<file path="config.mk">
export PLATFORM = sky130hd
export DESIGN_NAME = fdc_top
export DESIGN_NICKNAME = d
export VERILOG_FILES = /design/src/design/fdc_pkg.sv /design/src/design/fdc_top.sv /design/src/design/fdc_result_buf.sv /design/src/design/fdc_disk_link.sv /design/src/design/fdc_drive_regs.sv /design/src/design/fdc_cmd_seq.sv /design/src/design/fdc_cpu_port.sv
export VERILOG_INCLUDE_DIRS = /design/src /design/src/design
export SDC_FILE = /design/constraint.sdc
export NUM_CORES = 1
export LEC_CHECK = 0
export ABC_AREA = 1
export BUFFER_PORTS_ARGS = -buffer_cell sky130_fd_sc_hd__buf_2
export CAP_MARGIN = 20
export CORE_UTILIZATION = 63
export CTS_CLUSTER_DIAMETER = 50
export DETAILED_ROUTE_END_ITERATION = 8
export GPL_TIMING_DRIVEN = 1
export PLACE_DENSITY = 0.85
export SYNTH_ARGS = -nofsm -noshare
export SYNTH_HDL_FRONTEND = slang
export SYNTH_HIERARCHICAL = 1
export SYNTH_SLANG_ARGS = --single-unit
</file>
<file path="constraint.sdc">
create_clock -name clk -period 5.9 [get_ports clk]
set_clock_uncertainty 0.1 [all_clocks]
set_input_delay 1.18 -clock clk [delete_from_list [all_inputs] [get_ports clk]]
set_output_delay 1.18 -clock clk [all_outputs]
set_load 0.05 [all_outputs]
</file>
<file path="src/design/fdc_params.svh">
`ifndef FDC_PARAMS_SVH
`define FDC_PARAMS_SVH

// command opcodes, low five bits of the command byte
`define FDC_OP_SPECIFY      5'h03
`define FDC_OP_SENSE_DRV    5'h04
`define FDC_OP_RECAL        5'h07
`define FDC_OP_SENSE_INT    5'h08
`define FDC_OP_READ_ID      5'h0a
`define FDC_OP_SEEK         5'h0f

// parameter bytes expected after the command byte
`define FDC_PARAMS_SEEK     4'd2
`define FDC_PARAMS_SPECIFY  4'd2
`define FDC_PARAMS_ONE      4'd1

// result phase lengths
`define FDC_RES_LEN_ID      3'd7
`define FDC_RES_LEN_SENSE   3'd2
`define FDC_RES_LEN_ONE     3'd1

// st0 for an invalid opcode or an empty sense
`define FDC_INVALID_ST0     8'h80
// n code of a 512 byte sector
`define FDC_SECTOR_SIZE_N   8'd2

// request pair positions in disk_sr
`define FDC_SR_SEEK1        31
`define FDC_SR_SEEK0        30
`define FDC_SR_READID1      29
`define FDC_SR_READID0      28
`define FDC_SR_WRITE1       27
`define FDC_SR_WRITE0       26
`define FDC_SR_READSECT1    25
`define FDC_SR_READSECT0    24

`endif
</file>
<file path="src/design/fdc_pkg.sv">
`default_nettype none

package fdc_pkg;

  // controller phase as seen by the cpu
  typedef enum logic [1:0] {
    ph_idle,
    ph_cmd,
    ph_exec,
    ph_result
  } fdc_phase_e;

  // single cycle pulses from the bus edge detector
  typedef struct packed {
    logic data_wr;
    logic motor_wr;
    logic data_rd_done;
  } fdc_bus_strobe_t;

  // disk_sr, request word towards the disk image side
  typedef struct packed {
    logic [1:0] seek;
    logic [1:0] readid;
    // write and readsect stay zero
    logic [1:0] write;
    logic [1:0] readsect;
    logic       ack;
    logic       hs;
    logic [6:0] head;
    logic [6:0] cyl;
    logic [7:0] sector;
  } fdc_disk_req_t;

  // disk_cr, completion word from the disk image side
  typedef struct packed {
    logic [7:0] sector;
    logic [7:0] pad_hi;
    logic [7:0] head;
    logic       pad_lo;
    logic [1:0] diskin;
    logic       done;
    logic       error;
    logic       wp_error;
    logic [1:0] seekdone;
  } fdc_disk_resp_t;

  // seek start, recalibrate sends cylinder 0
  typedef struct packed {
    logic       start;
    logic       drive;
    logic [7:0] cylinder;
  } fdc_seek_cmd_t;

  // completion pulses with values taken from disk_cr
  typedef struct packed {
    logic       seek_done;
    logic       seek_drive;
    logic       id_done;
    logic       error;
    logic [7:0] head;
    logic [7:0] sector;
  } fdc_disk_event_t;

  typedef struct packed {
    logic [7:0] cyl0;
    logic [7:0] cyl1;
    logic [1:0] busy;
    logic       motor_on;
  } fdc_drive_state_t;

  // result bytes loaded in one go, b0 is read first
  typedef struct packed {
    logic       load;
    logic [2:0] len;
    logic [7:0] b0;
    logic [7:0] b1;
    logic [7:0] b2;
    logic [7:0] b3;
    logic [7:0] b4;
    logic [7:0] b5;
    logic [7:0] b6;
  } fdc_result_load_t;

endpackage

`default_nettype wire

</file>
<file path="src/design/fdc_top.sv">
`timescale 1ns/1ps
`default_nettype none

module fdc_top (
  input  wire                          clk,
  input  wire                          rst_n,
  input  wire [7:0]                    din,
  output logic [7:0]                   dout,
  input  wire                          ce,
  input  wire                          a0,
  input  wire                          rd_n,
  input  wire                          wr_n,
  input  wire                          motorctl,
  input  wire [1:0]                    disk_wp,
  input  wire fdc_pkg::fdc_disk_resp_t disk_cr,
  output fdc_pkg::fdc_disk_req_t       disk_sr
);

  fdc_pkg::fdc_bus_strobe_t  strobe;
  fdc_pkg::fdc_phase_e       phase;
  fdc_pkg::fdc_seek_cmd_t    seek_cmd;
  fdc_pkg::fdc_disk_event_t  evt;
  fdc_pkg::fdc_drive_state_t drv;
  fdc_pkg::fdc_result_load_t res_load;
  logic [7:0] pend_st0;
  logic [7:0] pend_st1;
  logic [7:0] result_byte;
  logic [1:0] pend_clr;
  logic       readid_req;
  logic       sel_drive;
  logic       sel_head;
  logic       last_read;

  // bus edges and status register
  fdc_cpu_port u_cpu_port (
    .clk         (clk),
    .rst_n       (rst_n),
    .ce          (ce),
    .a0          (a0),
    .rd_n        (rd_n),
    .wr_n        (wr_n),
    .motorctl    (motorctl),
    .phase       (phase),
    .seek_busy   (drv.busy),
    .result_byte (result_byte),
    .strobe      (strobe),
    .dout        (dout)
  );

  fdc_cmd_seq u_cmd_seq (
    .clk        (clk),
    .rst_n      (rst_n),
    .din        (din),
    .disk_wp    (disk_wp),
    .diskin     (disk_cr.diskin),
    .wp_error   (disk_cr.wp_error),
    .strobe     (strobe),
    .drv        (drv),
    .pend_st0   (pend_st0),
    .pend_st1   (pend_st1),
    .evt        (evt),
    .last_read  (last_read),
    .phase      (phase),
    .seek_cmd   (seek_cmd),
    .readid_req (readid_req),
    .sel_drive  (sel_drive),
    .sel_head   (sel_head),
    .pend_clr   (pend_clr),
    .res_load   (res_load)
  );

  // motor bit is din bit 0 on the control port
  fdc_drive_regs u_drive_regs (
    .clk       (clk),
    .rst_n     (rst_n),
    .seek_cmd  (seek_cmd),
    .evt       (evt),
    .motor_wr  (strobe.motor_wr),
    .motor_bit (din[0]),
    .pend_clr  (pend_clr),
    .drv       (drv),
    .pend_st0  (pend_st0),
    .pend_st1  (pend_st1)
  );

  fdc_disk_link u_disk_link (
    .clk        (clk),
    .rst_n      (rst_n),
    .seek_cmd   (seek_cmd),
    .readid_req (readid_req),
    .sel_drive  (sel_drive),
    .sel_head   (sel_head),
    .disk_cr    (disk_cr),
    .disk_sr    (disk_sr),
    .evt        (evt)
  );

  fdc_result_buf u_result_buf (
    .clk          (clk),
    .rst_n        (rst_n),
    .res_load     (res_load),
    .data_rd_done (strobe.data_rd_done),
    .result_byte  (result_byte),
    .last_read    (last_read)
  );

endmodule

`default_nettype wire

</file>
<file path="src/design/fdc_result_buf.sv">
`timescale 1ns/1ps
`default_nettype none

module fdc_result_buf (
  input  wire                            clk,
  input  wire                            rst_n,
  input  wire fdc_pkg::fdc_result_load_t res_load,
  input  wire                            data_rd_done,
  output logic [7:0]                     result_byte,
  output logic                           last_read
);

  logic [7:0] bytes_q [7];
  logic [2:0] len_q;
  logic [2:0] ptr_q;

  always_ff @(posedge clk) begin
    if (res_load.load) begin
      bytes_q[0] <= res_load.b0;
      bytes_q[1] <= res_load.b1;
      bytes_q[2] <= res_load.b2;
      bytes_q[3] <= res_load.b3;
      bytes_q[4] <= res_load.b4;
      bytes_q[5] <= res_load.b5;
      bytes_q[6] <= res_load.b6;
    end
  end

  // final byte consumed, buffer goes empty
  assign last_read = data_rd_done && len_q != 3'd0 && (ptr_q + 3'd1) == len_q;

  always_ff @(posedge clk) begin
    if (!rst_n) begin
      len_q <= 3'd0;
      ptr_q <= 3'd0;
    end else if (res_load.load) begin
      len_q <= res_load.len;
      ptr_q <= 3'd0;
    end else if (last_read) begin
      len_q <= 3'd0;
      ptr_q <= 3'd0;
    end else if (data_rd_done) begin
      ptr_q <= ptr_q + 3'd1;
    end
  end

  assign result_byte = bytes_q[ptr_q];

  // reads only complete in the result phase, which always has bytes
  a_no_empty_read : assert property (@(posedge clk) disable iff (!rst_n)
    data_rd_done |-> len_q != 3'd0);

endmodule

`default_nettype wire

</file>
<file path="src/design/fdc_disk_link.sv">
`timescale 1ns/1ps
`default_nettype none

`include "fdc_params.svh"

module fdc_disk_link (
  input  wire                          clk,
  input  wire                          rst_n,
  input  wire fdc_pkg::fdc_seek_cmd_t  seek_cmd,
  input  wire                          readid_req,
  input  wire                          sel_drive,
  input  wire                          sel_head,
  input  wire fdc_pkg::fdc_disk_resp_t disk_cr,
  output fdc_pkg::fdc_disk_req_t       disk_sr,
  output fdc_pkg::fdc_disk_event_t     evt
);

  fdc_pkg::fdc_disk_req_t sr_q;
  logic seek_hit;
  logic id_hit;

  // completion only counts for the drive being served
  assign seek_hit = (disk_cr.seekdone & sr_q.seek) != 2'b00;
  assign id_hit   = (sr_q.readid != 2'b00) && disk_cr.done;

  // event pulse lasts until the request bits drop
  always_comb begin
    evt            = '0;
    evt.seek_done  = seek_hit;
    evt.seek_drive = sr_q.seek[1];
    evt.id_done    = id_hit;
    evt.error      = disk_cr.error;
    evt.head       = disk_cr.head;
    evt.sector     = disk_cr.sector;
  end

  always_ff @(posedge clk) begin
    if (!rst_n) begin
      sr_q <= '0;
    end else if (seek_cmd.start) begin
      // one hot per drive, ack drops with a new request
      sr_q.seek <= seek_cmd.drive ? 2'b10 : 2'b01;
      sr_q.cyl  <= seek_cmd.cylinder[6:0];
      sr_q.ack  <= 1'b0;
    end else if (readid_req) begin
      sr_q.readid <= sel_drive ? 2'b10 : 2'b01;
      sr_q.hs     <= sel_head;
      sr_q.ack    <= 1'b0;
    end else if (seek_hit) begin
      sr_q.seek <= 2'b00;
      sr_q.ack  <= 1'b1;
    end else if (id_hit) begin
      sr_q.readid <= 2'b00;
      sr_q.ack    <= 1'b1;
    end
  end

  assign disk_sr = sr_q;

  // the disk side serves one kind of request at a time
  a_one_request : assert property (@(posedge clk) disable iff (!rst_n)
    $onehot0({|disk_sr[`FDC_SR_SEEK1:`FDC_SR_SEEK0],
              |disk_sr[`FDC_SR_READID1:`FDC_SR_READID0],
              |disk_sr[`FDC_SR_WRITE1:`FDC_SR_WRITE0],
              |disk_sr[`FDC_SR_READSECT1:`FDC_SR_READSECT0]}));

endmodule

`default_nettype wire

</file>
<file path="src/design/fdc_drive_regs.sv">
`timescale 1ns/1ps
`default_nettype none

module fdc_drive_regs (
  input  wire                           clk,
  input  wire                           rst_n,
  input  wire fdc_pkg::fdc_seek_cmd_t   seek_cmd,
  input  wire fdc_pkg::fdc_disk_event_t evt,
  input  wire                           motor_wr,
  input  wire                           motor_bit,
  input  wire [1:0]                     pend_clr,
  output fdc_pkg::fdc_drive_state_t     drv,
  output logic [7:0]                    pend_st0,
  output logic [7:0]                    pend_st1
);

  logic [7:0] cyl_q [2];
  logic [7:0] pend_q [2];
  logic [1:0] busy_q;
  logic       motor_q;

  always_ff @(posedge clk) begin
    if (!rst_n) begin
      cyl_q[0]  <= 8'd0;
      cyl_q[1]  <= 8'd0;
      pend_q[0] <= 8'd0;
      pend_q[1] <= 8'd0;
      busy_q    <= 2'b00;
      motor_q   <= 1'b0;
    end else begin
      // motor latch from the control port
      if (motor_wr) begin
        motor_q <= motor_bit;
      end
      for (int d = 0; d < 2; d++) begin
        // seek end, 8'h20 or 8'h40 with the drive number
        if (evt.seek_done && evt.seek_drive == 1'(d)) begin
          busy_q[d] <= 1'b0;
          pend_q[d] <= {1'b0, evt.error, ~evt.error, 4'd0, 1'(d)};
        end else if (pend_clr[d]) begin
          // consumed by sense interrupt status
          pend_q[d] <= 8'd0;
        end
        // new seek target is taken at once
        if (seek_cmd.start && seek_cmd.drive == 1'(d)) begin
          busy_q[d] <= 1'b1;
          cyl_q[d]  <= seek_cmd.cylinder;
        end
      end
    end
  end

  assign drv      = {cyl_q[0], cyl_q[1], busy_q, motor_q};
  assign pend_st0 = pend_q[0];
  assign pend_st1 = pend_q[1];

endmodule

`default_nettype wire

</file>
<file path="src/design/fdc_cmd_seq.sv">
`timescale 1ns/1ps
`default_nettype none

`include "fdc_params.svh"

module fdc_cmd_seq (
  input  wire                            clk,
  input  wire                            rst_n,
  input  wire [7:0]                      din,
  input  wire [1:0]                      disk_wp,
  input  wire [1:0]                      diskin,
  input  wire                            wp_error,
  input  wire fdc_pkg::fdc_bus_strobe_t  strobe,
  input  wire fdc_pkg::fdc_drive_state_t drv,
  input  wire [7:0]                      pend_st0,
  input  wire [7:0]                      pend_st1,
  input  wire fdc_pkg::fdc_disk_event_t  evt,
  input  wire                            last_read,
  output fdc_pkg::fdc_phase_e            phase,
  output fdc_pkg::fdc_seek_cmd_t         seek_cmd,
  output logic                           readid_req,
  output logic                           sel_drive,
  output logic                           sel_head,
  output logic [1:0]                     pend_clr,
  output fdc_pkg::fdc_result_load_t      res_load
);

  fdc_pkg::fdc_phase_e phase_q;
  fdc_pkg::fdc_phase_e phase_d;
  logic [4:0] op_q;
  logic [3:0] pcount_q;
  logic [3:0] need;
  logic       last_param;
  // drive and head from the first parameter byte
  logic       drive_q;
  logic       head_q;
  logic [7:0] cyl_cur;
  logic [7:0] cyl_id;
  logic       err;

  // seek and specify take two parameters, the rest one
  always_comb begin
    case (op_q)
      `FDC_OP_SEEK:    need = `FDC_PARAMS_SEEK;
      `FDC_OP_SPECIFY: need = `FDC_PARAMS_SPECIFY;
      default:         need = `FDC_PARAMS_ONE;
    endcase
  end

  assign last_param = (pcount_q + 4'd1) == need;
  // first parameter is still on din
  assign sel_drive = (pcount_q == 4'd0) ? din[0] : drive_q;
  assign sel_head  = (pcount_q == 4'd0) ? din[2] : head_q;
  assign cyl_cur   = sel_drive ? drv.cyl1 : drv.cyl0;
  assign cyl_id    = drive_q ? drv.cyl1 : drv.cyl0;
  assign err       = evt.error;
  assign phase     = phase_q;

  always_comb begin
    phase_d    = phase_q;
    seek_cmd   = '0;
    readid_req = 1'b0;
    pend_clr   = 2'b00;
    res_load   = '0;
    case (phase_q)
      fdc_pkg::ph_idle: begin
        if (strobe.data_wr) begin
          // flag bits are ignored
          case (din[4:0])
            `FDC_OP_SEEK, `FDC_OP_RECAL, `FDC_OP_SENSE_DRV,
            `FDC_OP_SPECIFY, `FDC_OP_READ_ID: begin
              phase_d = fdc_pkg::ph_cmd;
            end
            `FDC_OP_SENSE_INT: begin
              phase_d       = fdc_pkg::ph_result;
              res_load.load = 1'b1;
              // drive 0 first, bit 3 is not ready
              if (pend_st0 != 8'h00) begin
                res_load.len = `FDC_RES_LEN_SENSE;
                res_load.b0  = {pend_st0[7:4], ~diskin[0], pend_st0[2:0]};
                res_load.b1  = drv.cyl0;
                pend_clr     = 2'b01;
              end else if (pend_st1 != 8'h00) begin
                res_load.len = `FDC_RES_LEN_SENSE;
                res_load.b0  = {pend_st1[7:4], ~diskin[1], pend_st1[2:0]};
                res_load.b1  = drv.cyl1;
                pend_clr     = 2'b10;
              end else begin
                res_load.len = `FDC_RES_LEN_ONE;
                res_load.b0  = `FDC_INVALID_ST0;
              end
            end
            default: begin
              // unknown or dropped opcode
              phase_d       = fdc_pkg::ph_result;
              res_load.load = 1'b1;
              res_load.len  = `FDC_RES_LEN_ONE;
              res_load.b0   = `FDC_INVALID_ST0;
            end
          endcase
        end
      end
      fdc_pkg::ph_cmd: begin
        if (strobe.data_wr && last_param) begin
          case (op_q)
            `FDC_OP_SEEK, `FDC_OP_RECAL: begin
              // seek runs in the background
              seek_cmd.start    = 1'b1;
              seek_cmd.drive    = sel_drive;
              seek_cmd.cylinder = (op_q == `FDC_OP_SEEK) ? din : 8'd0;
              phase_d           = fdc_pkg::ph_idle;
            end
            `FDC_OP_SENSE_DRV: begin
              // st3 with wp, ready, track0, head, drive
              phase_d       = fdc_pkg::ph_result;
              res_load.load = 1'b1;
              res_load.len  = `FDC_RES_LEN_ONE;
              res_load.b0   = {1'b0, disk_wp[sel_drive], drv.motor_on & diskin[sel_drive],
                               cyl_cur == 8'd0, 1'b0, sel_head, 1'b0, sel_drive};
            end
            `FDC_OP_READ_ID: begin
              readid_req = 1'b1;
              phase_d    = fdc_pkg::ph_exec;
            end
            default: begin
              // specify, timings not modelled
              phase_d = fdc_pkg::ph_idle;
            end
          endcase
        end
      end
      fdc_pkg::ph_exec: begin
        // only read id waits here, data writes are dropped
        if (evt.id_done) begin
          phase_d       = fdc_pkg::ph_result;
          res_load.load = 1'b1;
          res_load.len  = `FDC_RES_LEN_ID;
          res_load.b0   = {1'b0, err, 2'b00, ~diskin[drive_q], head_q, 1'b0, drive_q};
          res_load.b1   = {2'b00, err, 2'b00, err, wp_error, err};
          res_load.b2   = {7'd0, err};
          res_load.b3   = cyl_id;
          res_load.b4   = evt.head;
          res_load.b5   = evt.sector;
          res_load.b6   = `FDC_SECTOR_SIZE_N;
        end
      end
      default: begin
        if (last_read) begin
          phase_d = fdc_pkg::ph_idle;
        end
      end
    endcase
  end

  always_ff @(posedge clk) begin
    if (!rst_n) begin
      phase_q  <= fdc_pkg::ph_idle;
      pcount_q <= 4'd0;
    end else begin
      phase_q <= phase_d;
      if (phase_q == fdc_pkg::ph_idle && strobe.data_wr) begin
        pcount_q <= 4'd0;
      end else if (phase_q == fdc_pkg::ph_cmd && strobe.data_wr) begin
        pcount_q <= pcount_q + 4'd1;
      end
    end
  end

  // opcode and selects are plain data
  always_ff @(posedge clk) begin
    if (phase_q == fdc_pkg::ph_idle && strobe.data_wr) begin
      op_q <= din[4:0];
    end
    if (phase_q == fdc_pkg::ph_cmd && strobe.data_wr && pcount_q == 4'd0) begin
      drive_q <= din[0];
      head_q  <= din[2];
    end
  end

endmodule

`default_nettype wire

</file>
<file path="src/design/fdc_cpu_port.sv">
`timescale 1ns/1ps
`default_nettype none

module fdc_cpu_port (
  input  wire                      clk,
  input  wire                      rst_n,
  input  wire                      ce,
  input  wire                      a0,
  input  wire                      rd_n,
  input  wire                      wr_n,
  input  wire                      motorctl,
  input  wire fdc_pkg::fdc_phase_e phase,
  input  wire [1:0]                seek_busy,
  input  wire [7:0]                result_byte,
  output fdc_pkg::fdc_bus_strobe_t strobe,
  output logic [7:0]               dout
);

  logic rd_q;
  logic wr_q;
  // a data read that started in the result phase
  logic rd_open;
  logic rd_fall;
  logic rd_rise;
  logic wr_fall;
  logic rfm;
  logic [7:0] msr;

  assign rd_fall = rd_q && !rd_n;
  assign rd_rise = !rd_q && rd_n;
  assign wr_fall = wr_q && !wr_n;

  // edges seen now, strobes come out next cycle
  always_ff @(posedge clk) begin
    if (!rst_n) begin
      rd_q    <= 1'b1;
      wr_q    <= 1'b1;
      rd_open <= 1'b0;
      strobe  <= '0;
    end else begin
      rd_q <= rd_n;
      wr_q <= wr_n;
      strobe.data_wr      <= wr_fall && ce && a0 && !motorctl;
      strobe.motor_wr     <= wr_fall && motorctl;
      strobe.data_rd_done <= rd_rise && rd_open;
      if (rd_fall) begin
        rd_open <= ce && a0 && (phase == fdc_pkg::ph_result);
      end else if (rd_rise) begin
        rd_open <= 1'b0;
      end
    end
  end

  // ready for master, blocked in idle while any drive seeks
  assign rfm = (phase == fdc_pkg::ph_idle && seek_busy == 2'b00) ||
               phase == fdc_pkg::ph_cmd ||
               phase == fdc_pkg::ph_result;

  // rfm, dio, exm, busy, two zeros, drive busy
  assign msr = {rfm,
                phase == fdc_pkg::ph_result,
                phase == fdc_pkg::ph_exec,
                phase != fdc_pkg::ph_idle,
                2'b00,
                seek_busy};

  always_comb begin
    if (!ce || rd_n) begin
      dout = 8'hff;
    end else if (!a0) begin
      dout = msr;
    end else if (phase == fdc_pkg::ph_result) begin
      dout = result_byte;
    end else begin
      // no data phase here
      dout = 8'hff;
    end
  end

endmodule

`default_nettype wire

</file>
; Word level (Yosys, flattened, before mapping)
; Memories as Yosys holds them, arrays and structs flattened. A register that Yosys moved wholly into a read port is not among the register bits.
; Cells that the tools add are included.
[totals]
elab_cells = 217
mem_bits_rw = 78
output_inout_bits = 40
regBits = 41
inputBits = 49
n_memories = 3
[classes]
addsub = 2
n_lt_le_gt_ge = 2
reduce_logical = 58
n_bitwise = 16
eq_ne = 21
mux = 94
[memory_table]
columns = name, depth, word_bits, rd, rd_clocked_by_memory_dff, wr, line
row1 = u_result_buf.bytes_q, 7, 8, 1, 1, 7, fdc_result_buf.sv:13  ; logic [7:0] bytes_q [7];
row2 = u_drive_regs.cyl_q, 2, 8, 2, 0, 2, fdc_drive_regs.sv:17  ; logic [7:0] cyl_q [2];
row3 = u_drive_regs.pend_q, 2, 3, 2, 0, 2, fdc_drive_regs.sv:18  ; logic [7:0] pend_q [2];
[ops]
columns = op, n
row1 = $mux 8, 10
row2 = $mux 60, 1
row3 = $mux 1, 42
row4 = $mux 10, 4
row5 = $mux 40, 1
row6 = $mux 2, 19
row7 = $pmux 12 s3, 1
row8 = $eq 5x4->1 const B, 5
row9 = $mux 12, 2
row10 = $mux 3, 8
row11 = $pmux 12 s2, 1
row12 = $logic_and 1x1->1, 22
row13 = $eq 5x3->1 const B, 4
row14 = $mux 20, 1
row15 = $reduce_bool 2->1, 10
row16 = $mux 18, 1
row17 = $pmux 8 s2, 1
row18 = $reduce_bool 8->1, 2
row19 = $eq 5x2->1 const B, 2
row20 = $logic_not 8->1, 1
row21 = $not 1->1, 8
row22 = $ne 2x1->1 const B, 3
row23 = $or 1x1->1, 6
row24 = $pmux 2 s3, 1
row25 = 23 further kinds, 37

; Longest topological paths before layout
; Gate-level depths: netlist (run 1).
[logic_depth]
word_depth = 13
ltp_mapped = 15
ltp_nobuf = 15

; Hierarchy
; The synthesis (run 1) kept the hierarchy.
[by_module_without_submodules]
columns = mod, area_per_inst_um2, n_inst, seq_area_each_um2, cells_per_inst
row1 = fdc_result_buf, 2593.7, 1, 1861.8, 214
row2 = fdc_cmd_seq, 1933.1, 1, 330.3, 313
row3 = fdc_drive_regs, 975.9, 1, 660.6, 88
row4 = fdc_disk_link, 818.3, 1, 260.2, 114
row5 = fdc_cpu_port, 384.1, 1, 120.1, 58

; Least setup slack after synthesis (run 1)
; OpenSTA, ideal clock, no wires.
[synth_timing]
path_type = input to register
startpoint = in disk_cr[4] (netlist bit)
endpoint = reg with a tool-made name
stages = 11
slack_ns = 2.132
setup_ns = 0.119
n_path_buf = 2
required_time_ns = 5.681
t_arrival_ns = 3.549
path_cell_list = o21ai_0 -> inv_1 -> buf_4 -> nand2_1 -> clkbuf_1 -> nand3_1 -> nand2_1 -> inv_1 -> nor2_1 -> nand2_2 -> nor2_1
[synth_rtl]
columns = item, line
row1 = start: declaration, fdc_top.sv:15  ; input wire fdc_pkg::fdc_disk_resp_t disk_cr,

==> results of run 1 <==
-- state kept, by name, summed over array words and instances, names as in the netlist, 2 cells and up, named ones only --
signal                flops
u_result_buf/bytes_q     56
u_drive_regs/cyl_q       16
u_disk_link/disk_sr      13
u_cmd_seq/op_q            5
u_drive_regs/pend_q       5
u_cmd_seq/pcount_q        4
u_cpu_port/strobe         3
u_result_buf/len_q        3
u_result_buf/ptr_q        3
u_cmd_seq/phase           2
u_drive_regs/busy_q       2
-- stage by stage --
stage | std cells | util [%]
2_1_floorplan | 828 | -
3_3_place_gp | 940 | 64.9
3_5_place_dp | 940 | 64.9
4_1_cts | 972 | 70.4
5_1_grt | 973 | 70.5
6_report | 973 | 70.5
-- per-layer routing --
metal  share of wire, %  vias up  wire length (um)
met4                3.1        0               435
met2                 50      209              7050
met3                5.1       38               726
met1                 42     2376              5900
met5                  0        -                 0
li1                   -     2556                 -
-- logic make-up (layout without fill, tap and decap cells) --
family | after synthesis | in the layout | synth area share (%)
other cells | 3 | 44 | 0.168
mux | 1 | 1 | 0.149
compound gates | 132 | 132 | 11.2
buf+inv | 189 | 198 | 15.3
simple gates | 330 | 330 | 23.0
xor+xnor | 2 | 2 | 0.261
flops | 121 | 121 | 48.2
fa+ha+maj | 9 | 9 | 1.68
-- placed cells by master (no fill, tap or decap), drive strengths merged, types with 17 or more instances in the layout --
master	Yosys	routed
dfxtp	40	40
buf	77	61
inv	105	109
nand2	152	152
edfxtp	81	81
nor2	111	111
conb	3	44
nand3	38	38
clkbuf	7	17
o21ai	68	68
a21oi	45	45
-- final timing paths --
path / start / endpoint / slack [ns] / cells after the start
worst min register to register: u_cpu_port/wr_q / u_cpu_port/strobe[1] / 0.36 / 2
worst max-delay path: flop / dout[0] / 1.83 / 8
worst max register to register: u_cmd_seq/pcount_q[0] / u_drive_regs/cyl_q[0][13] / 2.86 / 10
worst min-delay path: u_cpu_port/wr_q / u_cpu_port/strobe[1] / 0.36 / 2
-- worst min-delay path, stage by stage, from the launching register on --
cell and delay [ns]:
dfxtp_1 0.32, nand2_1 0.06, nor2_1 0.04
-- power breakdown --
part	leakage [uW]	switching (uW)	internal, uW
Sequential	0.00105	5.44	910
Combinational	0.00180	81.2	25.3
Clock	0.000272	375	600
Total	0.00312	462	1530
-- final cells by class --
class / instances / area [sq um]
flip-flops and latches: 121 / 3230
fillers: 773 / 3040
multi-input cells: 518 / 2600
clock buffers: 17 / 414
inverters: 105 / 399
repair buffers: 61 / 320
well taps: 136 / 170
clock inverters: 15 / 149
==> report_table.html, run 1 <==
<table>
<tr><th>Metric</th><th>Value</th></tr>
<tr><th colspan="2">Global route</th></tr>
<tr><td>Number of antenna violations at the first check in global routing</td><td>0</td></tr>
<tr><td>Wire length of the first global-routing pass</td><td>22700 um</td></tr>
<tr><td>Overall track demand over capacity in global routing</td><td>26.5%</td></tr>
<tr><td>Grt met3 use</td><td>5.55%</td></tr>
<tr><td>Met1 global-route usage</td><td>31.3%</td></tr>
<tr><td>Pin count of the biggest net entering global routing</td><td>61</td></tr>
<tr><td>Total overflow reported by the global router</td><td>0</td></tr>
<tr><td>Highest-utilization routing layer at the global route stage</td><td>met2</td></tr>
<tr><td>Global-route met2 utilization</td><td>47.1%</td></tr>
<tr><td>Number of global-route vias before repair</td><td>4879</td></tr>
<tr><th colspan="2">Setup path</th></tr>
<tr><td>Startpoint kind of the worst setup timing path</td><td>flop</td></tr>
<tr><td>Critical Path AT</td><td>2.79 ns</td></tr>
<tr><td>Critical-path cell list</td><td>inv_6, o21ai_0, o22ai_1, nand2_1, o21ai_1, o21ai_0, nand3_1, buf_2</td></tr>
<tr><td>WS Path Type</td><td>reg2out</td></tr>
<tr><td>CP dominant cell by count</td><td>o21ai_0</td></tr>
<tr><td>Crit path max-delay cell type</td><td>dfxtp_1</td></tr>
<tr><td>Buffering stage count on the worst path with inverters included</td><td>2</td></tr>
<tr><td>Required time of the critical path</td><td>4.62 ns</td></tr>
<tr><td>Endpoint class of the critical path</td><td>output port</td></tr>
<tr><td>Biggest fanout along the worst timing path</td><td>25</td></tr>
<tr><td>CP top delay family</td><td>flip-flops</td></tr>
<tr><td>Delay contributed by the slowest stage of the critical path</td><td>0.94 ns</td></tr>
<tr><th colspan="2">Synthesis</th></tr>
<tr><td>Most common flop cell mapped by yosys</td><td>edfxtp_1</td></tr>
<tr><td>Synth warnings</td><td>6</td></tr>
<tr><td>Count leader, synth</td><td>nand2_1</td></tr>
<tr><td>Number of instances in the synthesized netlist</td><td>787</td></tr>
<tr><td>Share of synthesized flip-flops with an asynchronous set or reset</td><td>0%</td></tr>
<tr><td>Post-Syn Area per Cell</td><td>8.52 sq um</td></tr>
<tr><td>Number of library cell types mapped by synthesis</td><td>42</td></tr>
<tr><td>Post-synthesis cell type with the largest combined area</td><td>edfxtp_1</td></tr>
<tr><td>Most common library cells after synthesis</td><td>nand2_1, nor2_1, inv_1, edfxtp_1, buf_4</td></tr>
<tr><td>Post-Synthesis Cell Area</td><td>6710 sq um</td></tr>
<tr><td>Area share of the largest cell type after synthesis</td><td>36.3%</td></tr>
<tr><td>Number of enable flip-flop cells after synthesis</td><td>81</td></tr>
<tr><td>Largest cells by area after synthesis</td><td>edfxtp_1, dfxtp_1, nand2_1</td></tr>
<tr><td>Sequential share of the synthesized area</td><td>48.2%</td></tr>
<tr><td>Seq cells post-synth</td><td>121</td></tr>
<tr><th colspan="2">Clock tree</th></tr>
<tr><td>Latest clock arrival within the worst-skew pair</td><td>0.52 ns</td></tr>
<tr><td>Buffers inserted by post-CTS timing repair</td><td>0</td></tr>
<tr><td>Total number of H-tree levels</td><td>4</td></tr>
<tr><td>TritonCTS clock tree</td><td>yes</td></tr>
<tr><td>Clock root buffer master</td><td>clkbuf_8</td></tr>
<tr><td>Number of gates resized after cts</td><td>0</td></tr>
<tr><td>Register clock-pin slew on the reported worst setup and hold paths</td><td>0.06 ns</td></tr>
<tr><td>Maximum clock insertion buffer count</td><td>2</td></tr>
<tr><td>Count of hold-fix buffers inserted at cts</td><td>0</td></tr>
<tr><td>Sink count of the clock tree</td><td>121</td></tr>
<tr><td>CTS Buf Count</td><td>17</td></tr>
<tr><th colspan="2">Power</th></tr>
<tr><td>Tot Pwr</td><td>2000 uW</td></tr>
<tr><td>Worst vdd ir</td><td>0.165 mV</td></tr>
<tr><td>Leakage dissipation</td><td>0.00312 uW</td></tr>
<tr><td>Pwr per Cell Area</td><td>274 nW/um^2</td></tr>
<tr><th colspan="2">Place</th></tr>
<tr><td>Post-DP Area</td><td>6700 sq um</td></tr>
<tr><td>Post-placement setup slack</td><td>1.92 ns</td></tr>
<tr><td>Final weighted congestion in routability-driven placement</td><td>0.928</td></tr>
<tr><td>Port Buffers</td><td>60</td></tr>
<tr><td>Half-perimeter wire length of the detailed placement result</td><td>10000 um</td></tr>
<tr><th colspan="2">STA</th></tr>
<tr><td>Unrepaired setup endpoints after global routing</td><td>false</td></tr>
<tr><td>Hold Vio Cnt, Final</td><td>0</td></tr>
<tr><td>Final period util</td><td>69.0%</td></tr>
<tr><td>Worst Setup Slack, final</td><td>1.83 ns</td></tr>
<tr><td>Slew at the pin closest to its max-slew limit</td><td>0.959 ns</td></tr>
<tr><td>Max-slew headroom at the worst pin</td><td>36.0%</td></tr>
<tr><td>Final Critical Period</td><td>4.07 ns</td></tr>
<tr><td>Fin Setup TNS</td><td>0 ns</td></tr>
<tr><td>Count of final max-slew check failures</td><td>0</td></tr>
<tr><td>Worst slack on hold paths</td><td>0.356 ns</td></tr>
<tr><td>Peak Freq</td><td>246 MHz</td></tr>
<tr><td>Final setup violation count</td><td>0</td></tr>
<tr><th colspan="2">Route</th></tr>
<tr><td>Detailed-routing iteration count for the pre-antenna-repair pass</td><td>5</td></tr>
<tr><td>Vias per cell</td><td>5.32</td></tr>
<tr><td>Routed Wire Length</td><td>14100 um</td></tr>
<tr><td>Vias post-DR</td><td>5179</td></tr>
<tr><td>Total DRC errors in the routed layout</td><td>0</td></tr>
<tr><td>Count of antenna-violating nets left after detailed routing</td><td>0</td></tr>
<tr><td>Number of DRC markers in iteration 0</td><td>370</td></tr>
<tr><td>Average wire per standard cell</td><td>14.5 um</td></tr>
<tr><th colspan="2">Job</th></tr>
<tr><td>Max-Cap Viols</td><td>0</td></tr>
<tr><th colspan="2">Finish</th></tr>
<tr><td>Post-route cell area</td><td>7280 sq um</td></tr>
<tr><td>Final #Nets</td><td>882</td></tr>
<tr><td>N_diodes</td><td>0</td></tr>
<tr><td>Layout overhead on the synthesized area</td><td>8.62%</td></tr>
<tr><td>Proportion of layout cells with a drive suffix above 1</td><td>18.0%</td></tr>
<tr><th colspan="2">Die</th></tr>
<tr><td># IOs</td><td>89</td></tr>
<tr><td>Die Outline Area</td><td>11100 sq um</td></tr>
<tr><td>Effective utilization at floorplan</td><td>64.9%</td></tr>
<tr><td>Die Width</td><td>105 um</td></tr>
<tr><td>Std-Cell Rows</td><td>37</td></tr>
<tr><td>Chip Height</td><td>105 um</td></tr>
<tr><td>Placeable Area</td><td>10300 sq um</td></tr>
<tr><th colspan="2">Min path</th></tr>
<tr><td>HP Class</td><td>reg2reg</td></tr>
<tr><th colspan="2">Run status</th></tr>
<tr><td>Run status</td><td>finished, final reports clean</td></tr>
</table>
Note: power is estimated with default switching activity, not from simulation.
==> run 2, diff against run 1 <==
- CORE_UTILIZATION: 63 -> 59
- PLACE_DENSITY: 0.85 -> 0.8
- clock period: 5.9 -> 4.04 ns (I/O delays scaled with it)
==> run 2 against run 1 <==
Against the previous run: power rose by 47%; register-to-register slack got worse by 1.8 ns; die area is 6.6% higher; first-iteration DRC count decreased by 23%; critical endpoint is now dout[7]; routed wire length shrank 1.3%; clock power grew 49%; cell area increased by 0.46%.
==> report_table.html, run 2 (synthesis gave the netlist of run 1 again) <==
<table>
<tr><th>Metric</th><th>Value</th></tr>
<tr><th colspan="2">STA</th></tr>
<tr><td>Peak Freq</td><td>309 MHz</td></tr>
<tr><td>Worst Setup Slack, final</td><td>0.803 ns</td></tr>
<tr><td>Final period util</td><td>80.1%</td></tr>
<tr><td>Max-slew headroom at the worst pin</td><td>54.4%</td></tr>
<tr><td>Unrepaired setup endpoints after global routing</td><td>false</td></tr>
<tr><td>Final setup violation count</td><td>0</td></tr>
<tr><td>Slew at the pin closest to its max-slew limit</td><td>0.681 ns</td></tr>
<tr><td>Final Critical Period</td><td>3.24 ns</td></tr>
<tr><td>Fin Setup TNS</td><td>0 ns</td></tr>
<tr><td>Hold Vio Cnt, Final</td><td>0</td></tr>
<tr><td>Count of final max-slew check failures</td><td>0</td></tr>
<tr><td>Worst slack on hold paths</td><td>0.351 ns</td></tr>
<tr><th colspan="2">Finish</th></tr>
<tr><td>Proportion of layout cells with a drive suffix above 1</td><td>18.7%</td></tr>
<tr><td>Most common cell after layout, fill and taps aside</td><td>nand2_1</td></tr>
<tr><td>Largest register FFs</td><td>56</td></tr>
<tr><td>Register name with the most flops</td><td>u_result_buf/bytes_q</td></tr>
<tr><td>N_diodes</td><td>0</td></tr>
<tr><td>Post-Layout Cell Count</td><td>981</td></tr>
<tr><td>Layout overhead on the synthesized area</td><td>9.12%</td></tr>
<tr><td>Final Util</td><td>66.9%</td></tr>
<tr><td>Final #Nets</td><td>886</td></tr>
<tr><td>Top library cells by usage in the layout, fill and taps aside</td><td>nand2_1, nor2_1, inv_1, edfxtp_1, buf_2</td></tr>
<tr><th colspan="2">Clock tree</th></tr>
<tr><td>Latest clock arrival within the worst-skew pair</td><td>0.41 ns</td></tr>
<tr><td>Clock root buffer master</td><td>clkbuf_16</td></tr>
<tr><td>CTS Buf Count</td><td>17</td></tr>
<tr><td>Number of gates resized after cts</td><td>0</td></tr>
<tr><td>Sink count of the clock tree</td><td>121</td></tr>
<tr><td>Buffers inserted by post-CTS timing repair</td><td>0</td></tr>
<tr><td>TritonCTS clock tree</td><td>yes</td></tr>
<tr><td>Count of hold-fix buffers inserted at cts</td><td>0</td></tr>
<tr><td>Maximum clock insertion buffer count</td><td>2</td></tr>
<tr><td>Total number of H-tree levels</td><td>4</td></tr>
<tr><td>Register clock-pin slew on the reported worst setup and hold paths</td><td>0.05 ns</td></tr>
<tr><th colspan="2">Min path</th></tr>
<tr><td>HP Class</td><td>reg2reg</td></tr>
<tr><td>Critical hold path startpoint</td><td>u_cpu_port/wr_q</td></tr>
<tr><td>Worst-case hold path end point</td><td>u_cpu_port/strobe[1]</td></tr>
<tr><td>Number of stages on the worst hold path</td><td>2</td></tr>
<tr><th colspan="2">Die</th></tr>
<tr><td>Effective utilization at floorplan</td><td>61.3%</td></tr>
<tr><td>Placeable Area</td><td>10900 sq um</td></tr>
<tr><td>Die Width</td><td>109 um</td></tr>
<tr><td>Die Outline Area</td><td>11800 sq um</td></tr>
<tr><td># IOs</td><td>89</td></tr>
<tr><td>Chip Height</td><td>109 um</td></tr>
<tr><td>Std-Cell Rows</td><td>38</td></tr>
<tr><th colspan="2">Place</th></tr>
<tr><td>Half-perimeter wire length of the detailed placement result</td><td>10200 um</td></tr>
<tr><td>Final weighted congestion in routability-driven placement</td><td>0.932</td></tr>
<tr><td>Number of cells in the design after placement</td><td>949</td></tr>
<tr><td>Port Buffers</td><td>60</td></tr>
<tr><td>Post-placement setup slack</td><td>1.06 ns</td></tr>
<tr><th colspan="2">Global route</th></tr>
<tr><td>Total overflow reported by the global router</td><td>0</td></tr>
<tr><td>Overall track demand over capacity in global routing</td><td>25.7%</td></tr>
<tr><td>Number of global-route vias before repair</td><td>4916</td></tr>
<tr><td>Highest-utilization routing layer at the global route stage</td><td>met2</td></tr>
<tr><td>Grt met3 use</td><td>4.82%</td></tr>
<tr><td>Global-route met2 utilization</td><td>44.9%</td></tr>
<tr><td>Number of antenna violations at the first check in global routing</td><td>0</td></tr>
<tr><td>Wire length of the first global-routing pass</td><td>22900 um</td></tr>
<tr><td>Pin count of the biggest net entering global routing</td><td>39</td></tr>
<tr><td>Met1 global-route usage</td><td>30.6%</td></tr>
<tr><th colspan="2">Job</th></tr>
<tr><td>Max-Cap Viols</td><td>0</td></tr>
<tr><th colspan="2">Setup path</th></tr>
<tr><td>Required time of the critical path</td><td>3.13 ns</td></tr>
<tr><td>R2r endpoint</td><td>u_disk_link/disk_sr[29]</td></tr>
<tr><td>R2r worst-path depth</td><td>15</td></tr>
<tr><td>Register-to-Register Setup Slack</td><td>1.04 ns</td></tr>
<tr><td>Critical Path AT</td><td>2.33 ns</td></tr>
<tr><td>Biggest fanout along the worst timing path</td><td>13</td></tr>
<tr><td>Startpoint of the worst-slack reg-to-reg timing path</td><td>u_cmd_seq/pcount_q[0]</td></tr>
<tr><td>Startpoint kind of the worst setup timing path</td><td>flop</td></tr>
<tr><td>Endpoint class of the critical path</td><td>output port</td></tr>
<tr><td>WS Path Type</td><td>reg2out</td></tr>
<tr><th colspan="2">Run status</th></tr>
<tr><td>Run status</td><td>finished, final reports clean</td></tr>
<tr><th colspan="2">Route</th></tr>
<tr><td>Detailed-routing iteration count for the pre-antenna-repair pass</td><td>5</td></tr>
<tr><td>Count of antenna-violating nets left after detailed routing</td><td>0</td></tr>
<tr><td>Total DRC errors in the routed layout</td><td>0</td></tr>
<tr><td>Average wire per standard cell</td><td>14.2 um</td></tr>
<tr><td>Routed Wire Length</td><td>13900 um</td></tr>
<tr><td>Number of DRC markers in iteration 0</td><td>284</td></tr>
<tr><td>Vias post-DR</td><td>5096</td></tr>
<tr><td>Vias per cell</td><td>5.19</td></tr>
<tr><th colspan="2">Power</th></tr>
<tr><td>Pwr per Cell Area</td><td>401 nW/um^2</td></tr>
<tr><td>Leakage dissipation</td><td>0.00315 uW</td></tr>
<tr><td>Worst vdd ir</td><td>0.252 mV</td></tr>
</table>
==> run 2: cell types whose count changed in the layout (fill, tap and decap cells not counted) <==
cell / delta
buf_4: +5
clkinv_2: +3
clkinv_1: -2
buf_12: -1
clkbuf_16: +1
clkbuf_8: -1
clkinvlp_4: -1
==> run 2: worst max-delay path, stage by stage (launching register included) <==
cell	delay (ns)
dfxtp_1	0.58
buf_4	0.27
inv_1	0.13
o21ai_0	0.12
o22ai_1	0.12
nand2_1	0.07
o21ai_1	0.12
o21ai_1	0.19
nand3_1	0.10
buf_2	0.22
==> run 2: layout make-up <==
| type | instances | area, sq um |
|---|---|---|
| repair buffers | 65 | 338 |
| flip-flops and latches | 121 | 3230 |
| clock buffers | 17 | 425 |
| clock inverters | 15 | 149 |
| multi-input cells | 518 | 2600 |
| fillers | 873 | 3620 |
| inverters | 105 | 399 |
| well taps | 140 | 175 |
==> run 2: layer usage <==
layer | up-vias | part of all wire [%]
met5 | - | 0
met4 | 0 | 2.4
met3 | 30 | 5.8
met2 | 194 | 51
met1 | 2306 | 41
li1 | 2566 | -
==> run 2: worst max path at each step <==
stage                                from                         to  slack [ns]  cells after the start
finish                               flop                    dout[7]        0.80                      9
global route                         flop                    dout[1]        0.56                      9
CTS                                  flop                    dout[4]        0.78                     10
detailed placement  u_cmd_seq/pcount_q[0]    u_disk_link/disk_sr[29]        1.06                     15
global placement    u_cmd_seq/pcount_q[0]  u_drive_regs/cyl_q[0][11]        1.18                     10
floorplan                      disk_cr[4]                       flop        0.64                     11
==> run 2: metrics by stage <==
step	total power, uW	cell area (sq um)
finish	2940	7320
global route	3020	7320
floorplan	1510	6860
global placement	1510	6740
detailed placement	1510	6740
CTS	2950	7320
==> run 2: report_power, final <==
group / internal, uW / switching, uW
clock network: 907 / 540
logic: 36.9 / 118
registers: 1330 / 7.67
total: 2270 / 665
